[config.mk]
export PLATFORM = sky130hd
export DESIGN_NAME = uncached_bridge
export DESIGN_NICKNAME = d
export VERILOG_FILES = /design/src/design/dbus_pkg.sv /design/src/design/uncached_bridge.sv
export SDC_FILE = /design/constraint.sdc
export NUM_CORES = 1
export LEC_CHECK = 0
export BUFFER_PORTS_ARGS = -buffer_cell sky130_fd_sc_hd__buf_4
export CAP_MARGIN = 20
export CORE_AREA = 2 2 106 108
export CTS_CLUSTER_DIAMETER = 80
export DETAILED_ROUTE_END_ITERATION = 10
export DIE_AREA = 0 0 108 110
export PLACE_DENSITY = 0.74
export RECOVER_POWER = 50
export SLEW_MARGIN = 5
export SYNTH_ARGS = -nofsm -noshare
export SYNTH_HDL_FRONTEND = slang
export SYNTH_SLANG_ARGS = --single-unit
[constraint.sdc]
create_clock -name clk -period 6.3 [get_ports clk]
set_clock_uncertainty 0.15 [all_clocks]
set_input_delay 0.63 -clock clk [delete_from_list [all_inputs] [get_ports clk]]
set_output_delay 0.63 -clock clk [all_outputs]
set_load 0.03 [all_outputs]
[src/design/dbus_pkg.sv]
`default_nettype none

package dbus_pkg;

	localparam int ADDR_W = 32;
	localparam int DATA_W = 32;
	localparam int STRB_W = DATA_W / 8;
	localparam int ID_W   = 4;

	typedef logic [ADDR_W-1:0] addr_t;
	typedef logic [DATA_W-1:0] word_t;
	typedef logic [STRB_W-1:0] strb_t;
	typedef logic [ID_W-1:0]   axi_id_t;

	// AXI response codes
	typedef logic [1:0] resp_t;
	localparam resp_t RESP_OKAY   = 2'b00;
	localparam resp_t RESP_SLVERR = 2'b10;

	// Uncached bridge FSM
	typedef enum logic [2:0] {
		IDLE,
		READ_ADDR,
		READ_DATA,
		WRITE_ADDR,
		WRITE_DATA,
		WRITE_RESP,
		FINISHED
	} bridge_state_t;

endpackage

`default_nettype wire

[src/design/uncached_bridge.sv]
`timescale 1ns/100ps
`default_nettype none

module uncached_bridge (
	input  logic                    clk,
	input  logic                    rst,
	// CPU side
	input  logic                    req,
	input  logic                    we,
	input  dbus_pkg::addr_t         addr,
	input  dbus_pkg::word_t         wdata,
	input  dbus_pkg::strb_t         wstrb,
	output logic                    stall,
	output logic                    done,
	output logic                    err,
	output dbus_pkg::word_t         rdata,
	// AXI read address
	output dbus_pkg::addr_t         axi_araddr,
	output dbus_pkg::axi_id_t       axi_arid,
	output logic                    axi_arvalid,
	input  logic                    axi_arready,
	// AXI write address
	output dbus_pkg::addr_t         axi_awaddr,
	output dbus_pkg::axi_id_t       axi_awid,
	output logic                    axi_awvalid,
	input  logic                    axi_awready,
	// AXI write data
	output dbus_pkg::word_t         axi_wdata,
	output dbus_pkg::strb_t         axi_wstrb,
	output logic                    axi_wlast,
	output logic                    axi_wvalid,
	input  logic                    axi_wready,
	// AXI read data
	input  dbus_pkg::word_t         axi_rdata,
	input  dbus_pkg::resp_t         axi_rresp,
	input  dbus_pkg::axi_id_t       axi_rid,
	input  logic                    axi_rvalid,
	output logic                    axi_rready,
	// AXI write response
	input  dbus_pkg::resp_t         axi_bresp,
	input  dbus_pkg::axi_id_t       axi_bid,
	input  logic                    axi_bvalid,
	output logic                    axi_bready
);

	dbus_pkg::bridge_state_t state, state_d;

	// Request held for the whole transaction
	dbus_pkg::addr_t pipe_addr;
	dbus_pkg::word_t pipe_wdata;
	dbus_pkg::strb_t pipe_wstrb;

	dbus_pkg::word_t rdata_q;
	logic            err_q;

	// Single outstanding transaction, so IDs stay at zero
	assign axi_arid  = '0;
	assign axi_awid  = '0;
	assign axi_wlast = 1'b1;

	assign axi_araddr = pipe_addr;
	assign axi_awaddr = pipe_addr;
	assign axi_wdata  = pipe_wdata;
	assign axi_wstrb  = pipe_wstrb;

	assign stall = (state != dbus_pkg::IDLE);
	assign done  = (state == dbus_pkg::FINISHED);
	assign err   = done & err_q;
	assign rdata = rdata_q;

	always_comb begin
		state_d     = state;
		axi_arvalid = 1'b0;
		axi_awvalid = 1'b0;
		axi_wvalid  = 1'b0;
		axi_rready  = 1'b0;
		axi_bready  = 1'b0;

		case (state)
			dbus_pkg::IDLE: begin
				if (req) begin
					state_d = we ? dbus_pkg::WRITE_ADDR : dbus_pkg::READ_ADDR;
				end
			end
			dbus_pkg::READ_ADDR: begin
				axi_arvalid = 1'b1;
				if (axi_arready) state_d = dbus_pkg::READ_DATA;
			end
			dbus_pkg::READ_DATA: begin
				axi_rready = 1'b1;
				if (axi_rvalid) state_d = dbus_pkg::FINISHED;
			end
			dbus_pkg::WRITE_ADDR: begin
				axi_awvalid = 1'b1;
				if (axi_awready) state_d = dbus_pkg::WRITE_DATA;
			end
			// Data goes out only once the address is taken
			dbus_pkg::WRITE_DATA: begin
				axi_wvalid = 1'b1;
				if (axi_wready) state_d = dbus_pkg::WRITE_RESP;
			end
			dbus_pkg::WRITE_RESP: begin
				axi_bready = 1'b1;
				if (axi_bvalid) state_d = dbus_pkg::FINISHED;
			end
			dbus_pkg::FINISHED: begin
				state_d = dbus_pkg::IDLE;
			end
			default: begin
				state_d = dbus_pkg::IDLE;
			end
		endcase
	end

	always_ff @(posedge clk) begin
		if (rst) begin
			state <= dbus_pkg::IDLE;
		end else begin
			state <= state_d;
		end
	end

	always_ff @(posedge clk) begin
		if (state == dbus_pkg::IDLE && req) begin
			pipe_addr  <= addr;
			pipe_wdata <= wdata;
			pipe_wstrb <= wstrb;
		end
	end

	// Response capture
	always_ff @(posedge clk) begin
		if (state == dbus_pkg::READ_DATA && axi_rvalid) begin
			rdata_q <= axi_rdata;
		end
	end

	// A stray ID also counts as an error
	always_ff @(posedge clk) begin
		if (rst) begin
			err_q <= 1'b0;
		end else if (state == dbus_pkg::READ_DATA && axi_rvalid) begin
			err_q <= (axi_rresp != dbus_pkg::RESP_OKAY) || (axi_rid != '0);
		end else if (state == dbus_pkg::WRITE_RESP && axi_bvalid) begin
			err_q <= (axi_bresp != dbus_pkg::RESP_OKAY) || (axi_bid != '0);
		end
	end

endmodule

`default_nettype wire

### Yosys cells after proc, flatten, opt, wreduce, memory -nomap -nowiden

Index checks and enable logic that the tools add are counted.

* logic and storage cells: 47
* input bits: 121
* register bits after elaboration: 104
* output and inout port bits: 149

* multiplexer cells: 15
* bitwise operators: 1
* equal/unequal tests: 12
* reductions and logical operators: 13

Operators by type and width (count)
* $mux W3: 6
* $pmux W3 S6: 1
* $ne A2 B2 Y1 const B: 6
* $eq A3 B3 Y1 const B: 3
* $reduce_bool A4 Y1: 2
* $mux W1: 7
* $eq A3 B2 Y1 const B: 2
* $reduce_and A6 Y1: 1
* $reduce_bool A2 Y1: 3
* $eq A3 B1 Y1 const B: 1
* $logic_and A1 B1 Y1: 3
* $logic_not A3 Y1: 1
* $reduce_bool A3 Y1: 1
* $logic_or A1 B1 Y1: 2
* $mux W2: 1
* $and A1 B1 Y1: 1

### Logic depth before layout (Yosys ltp)

* word-level depth: 4
* mapped depth: 5
* mapped depth without buffers: 4

### Worst setup path after synthesis

OpenSTA, ideal clock, no wires.

* kind: flip-flop to flip-flop
* from: register state[1]
* to: register pipe_addr[0], in the netlist axi_araddr[0], enable pin
* period minus slack after synthesis: 4.605 ns
* library setup time: 0.495 ns
* required time: 5.655 ns
* cell stages (with the launch flop): 5
* path buffers: 2
* data arrival time: 3.961 ns
* path slack: 1.695 ns
* path through: dfxtp_1 buf_6 clkbuf_1 or3_1 nor2_1

* longest elaborated chain between the ends: 2

Ends and longest elaborated chain
* start, declared: RTL line uncached_bridge.sv:46 `dbus_pkg::bridge_state_t state, state_d;`
* start signal, assigned: RTL line uncached_bridge.sv:117 `state <= dbus_pkg::IDLE;`
* start signal, assigned: RTL line uncached_bridge.sv:119 `state <= state_d;`
* $logic_not A3 Y1: RTL line uncached_bridge.sv:124 `if (state == dbus_pkg::IDLE && req) begin`
* $logic_and A1 B1 Y1: RTL line uncached_bridge.sv:124
* end signal, assigned: RTL line uncached_bridge.sv:125 `pipe_addr <= addr;`
* end, declared: RTL line uncached_bridge.sv:49 `dbus_pkg::addr_t pipe_addr;`

No other way between the ends.
A chain may end at the register's enable or synchronous reset.

### Worst setup path in the final report

* from: register state[1]
* to: output err

* longest elaborated chain between the ends: 2

Ends and longest elaborated chain
* $eq A3 B3 Y1: RTL line uncached_bridge.sv:67 `assign done = (state == dbus_pkg::FINISHED);`
* $and A1 B1 Y1: RTL line uncached_bridge.sv:68 `assign err = done & err_q;`
* end, declared: RTL line uncached_bridge.sv:15 `output logic err,`

No other way between the ends.

==> metrics.cfg <==
[setup_path]
startpoint_type = flip-flop
timing.critical_path.to_type = primary output
worst-path-max-fanout = 18
critical_path_cell_count = 3
timing.critical_path.cells = and3_1 -> and2_1 -> buf_4
delay_of_the_slowest_cell_on_the_worst_path_ns = 0.67
required_ns = 5.52
rr_worst_depth = 3
critical_path_buf_inv_count = 1
crit_family = flip-flops
slowest_stage = sky130_fd_sc_hd__dfxtp_1
critPathKind = flip-flop to primary output
crit_arrival_ns = 1.54

[clock_network]
hold_buffers = 0
tritoncts = yes
cts_htree_levels = 3
clk_latency_ns = 0.35
clk_pin_slew_ns = 0.09
cts-resized-gates = 0
numCtsBuffers = 9
clkSinkCount = 104
postCtsSetupBuffers = 0
ctsRootBufferMaster = sky130_fd_sc_hd__clkbuf_8
ctsLongestPathBuffers = 2

[power_and_ir_drop]
internal-power_uw = 1340
switching_share = 0.397
power-per-cell-area_mw_per_mm2 = 409
pwr-share-clk = 0.158
ir_drop_mv = 0.167
leakagePower_uw = 0.00218
power.total_uw = 2230
power.share.sequential = 0.463
power.net_switching_uw = 885
p_comb_frac = 0.378

[flow_run]
timing.max_cap.violations = 0

[floorplanning]
design.portCount = 270
design.core.area_mm2 = 0.0107
std_cell_rows = 38
floorplan.die_area_mm2 = 0.0119
initial_core_util = 0.346
die_h_um = 110
die_x_um = 108

[status]
status = finished, final reports clean

[synthesis]
async_reset_ff_frac = 0
largest_family_of_logic_cells_by_synthesized_area = buffers and inverters
synth-main-ff-cell = sky130_fd_sc_hd__edfxtp_1
synth_seq_cells = 104
synth_area_leaders = sky130_fd_sc_hd__edfxtp_1 (81%), sky130_fd_sc_hd__buf_4 (8.3%), sky130_fd_sc_hd__dfxtp_1 (2.2%)
post_synth_num_cell_types = 29
synth_commonest_cells = sky130_fd_sc_hd__edfxtp_1 (100), sky130_fd_sc_hd__buf_4 (41), sky130_fd_sc_hd__nor2_1 (8)
cell_area_after_technology_mapping_mm2 = 0.00370
synth_edf_count = 100
post_synth_fa_ha_maj_area_fraction = 0
synth_sequential_area_ratio = 0.832
synth-warning-count = 0
synth_top_cell_by_area = sky130_fd_sc_hd__edfxtp_1
synth_xor_xnor_area_share = 0
synth_compound_gate_area_share = 0.0166
synth-simple-area-share = 0.0463
syn_avg_cell_area_um2 = 19.2
yosys.area.top_type_share = 0.811
synthMostInstantiatedCell = sky130_fd_sc_hd__edfxtp_1
synth_cells = 193
muxShareOfSynthArea = 0.00541

[grt]
antenna_violations_before_repair = 0
grt_first_pass_wirelength_um = 11800
first_global_vias = 2350
pin_count_of_the_biggest_net_entering_global_routing = 69
globalRouteOverflowTotal = 0
global_route.usage.total = 0.136

[drt]
drt-pass1-iter-count = 4
route.antenna.remaining_nets = 0
detailed_route_via_count = 2448
avgViaCountPerCell = 4.27
final_routed_wirelength_across_all_metal_layers_um = 8680
drt-wirelength-per-cell_um = 15.1
drt_first_iter_violations = 93
drt_drc_violations_left = 0

[placed_design]
dp.final_hpwl_um = 6900
dp.cells = 556
place.port_buffers = 260
place.gp.congestion = 0.845

[timing]
setup-violations-final = 0
slew_at_the_pin_closest_to_its_max_slew_limit_ns = 0.855
fin_tns_setup_ns = 0
finalWorstPathRequiredPeriod_ns = 2.32
fin_crit_sh = 0.368
rsz0062_at_grt = no
maxSlewViolCount = 0
final-hold-violation-count = 0
max_freq_mhz = 431
timing.slew.headroom = 0.430

[final_layout]
post_route_cells_drive_above_1_share = 0.483
fillerInstances = 963
multi_input_area_um2 = 294
finalNonFillerCells = 573
layout.area.seq_mm2 = 0.00308
finalNetCount = 549
antenna-diode-count = 0
finish.utilization = 0.509
area_delta_synth_final_pct = 47.2

[min_path]
holdPathStages = 1
min_path_type = input port to flip-flop

==> cell type report <==
class                           instances  share of cell area
Sequential cell                       104               0.566
Tap cell                              140              0.0321
Multi-Input combinational cell         47              0.0539
Clock inverter                          7             0.00712
Clock buffer                            9              0.0227
Timing Repair Buffer                  262               0.316
Inverter                                4             0.00275
==> cells by family (layout without fill, tap and decap cells) <==
logic type,after synthesis,in the layout
buf+inv,49,282
mux,2,2
simple gates,26,26
compound gates,10,10
other cells,2,9
flops,104,104
==> per-stage QoR <==
| stage | area, um^2 | setup slack (ns) | hold slack [ns] |
|---|---|---|---|
| 2_1_floorplan | 3730 | 1.69 | 0.358 |
| 3_3_place_gp | 5530 | 4.03 | 0.382 |
| 3_5_place_dp | 5530 | 4.00 | 0.395 |
| 4_1_cts | 5690 | 3.97 | 0.268 |
| 5_1_grt | 5450 | 3.84 | 0.280 |
| 6_report | 5450 | 3.98 | 0.318 |
==> final timing paths <==
path | slack (ns) | start | endpoint
setup / recovery | 3.98 | state[1] | err
hold / removal | 0.32 | axi_rdata[30] | rdata[30]
setup reg to reg | 4.03 | state[1] | axi_araddr[7]
hold reg to reg | 0.41 | err_q | err_q
==> state kept, by name, summed over array words and instances, names as in the netlist <==
signal / cells
err_q: 1
axi_wstrb: 4
state: 3
rdata: 32
axi_araddr: 32
axi_wdata: 32
==> cells in the final DEF (no fill, tap or decap) <==
cell | synthesis | final
sky130_fd_sc_hd__o21ai_0 | 1 | 1
sky130_fd_sc_hd__clkbuf_8 | 0 | 9
sky130_fd_sc_hd__nor2_1 | 8 | 7
sky130_fd_sc_hd__clkinv_4 | 0 | 2
sky130_fd_sc_hd__nand4b_1 | 1 | 1
sky130_fd_sc_hd__nand2b_1 | 2 | 2
sky130_fd_sc_hd__a31o_1 | 1 | 1
sky130_fd_sc_hd__clkbuf_1 | 1 | 71
sky130_fd_sc_hd__and4bb_1 | 1 | 1
sky130_fd_sc_hd__nor4_1 | 2 | 2
sky130_fd_sc_hd__nand3_1 | 1 | 1
sky130_fd_sc_hd__nor3b_2 | 1 | 1
sky130_fd_sc_hd__dfxtp_1 | 4 | 4
sky130_fd_sc_hd__nand2_1 | 1 | 1
sky130_fd_sc_hd__and2_1 | 2 | 2
sky130_fd_sc_hd__inv_1 | 3 | 3
sky130_fd_sc_hd__nor3_1 | 1 | 1
sky130_fd_sc_hd__edfxtp_1 | 100 | 100
sky130_fd_sc_hd__nor2_4 | 0 | 1
sky130_fd_sc_hd__conb_1 | 2 | 9
sky130_fd_sc_hd__clkinv_1 | 0 | 3
sky130_fd_sc_hd__a21oi_1 | 5 | 5
sky130_fd_sc_hd__mux2i_1 | 2 | 2
sky130_fd_sc_hd__buf_16 | 0 | 1
sky130_fd_sc_hd__inv_2 | 1 | 1
sky130_fd_sc_hd__or3_1 | 1 | 1
sky130_fd_sc_hd__or4_1 | 1 | 1
sky130_fd_sc_hd__and3_1 | 2 | 2
sky130_fd_sc_hd__clkbuf_4 | 0 | 99
sky130_fd_sc_hd__buf_4 | 41 | 91
sky130_fd_sc_hd__a211oi_1 | 1 | 1
sky130_fd_sc_hd__nor4b_2 | 2 | 2
sky130_fd_sc_hd__clkinv_2 | 0 | 2
sky130_fd_sc_hd__a311oi_1 | 1 | 1
sky130_fd_sc_hd__a31oi_1 | 1 | 1
==> power groups by stage <==
stage	registers, uW	clock network, uW	logic (uW)
CTS	1040	371	918
detailed placement	1050	0	917
floorplan	1300	0	363
finish	1030	353	843
global route	1050	397	891
global placement	1050	0	911
==> routing by layer <==
metal / track usage / up-vias / wire length (um)
met4: 0.0495 / 0 / 99
met2: 0.247 / 168 / 4550
li1: - / 1133 / -
met5: 0 / - / 0
met1: 0.137 / 1139 / 2890
met3: 0.0653 / 8 / 1150
(Power assumes the default switching activity.)
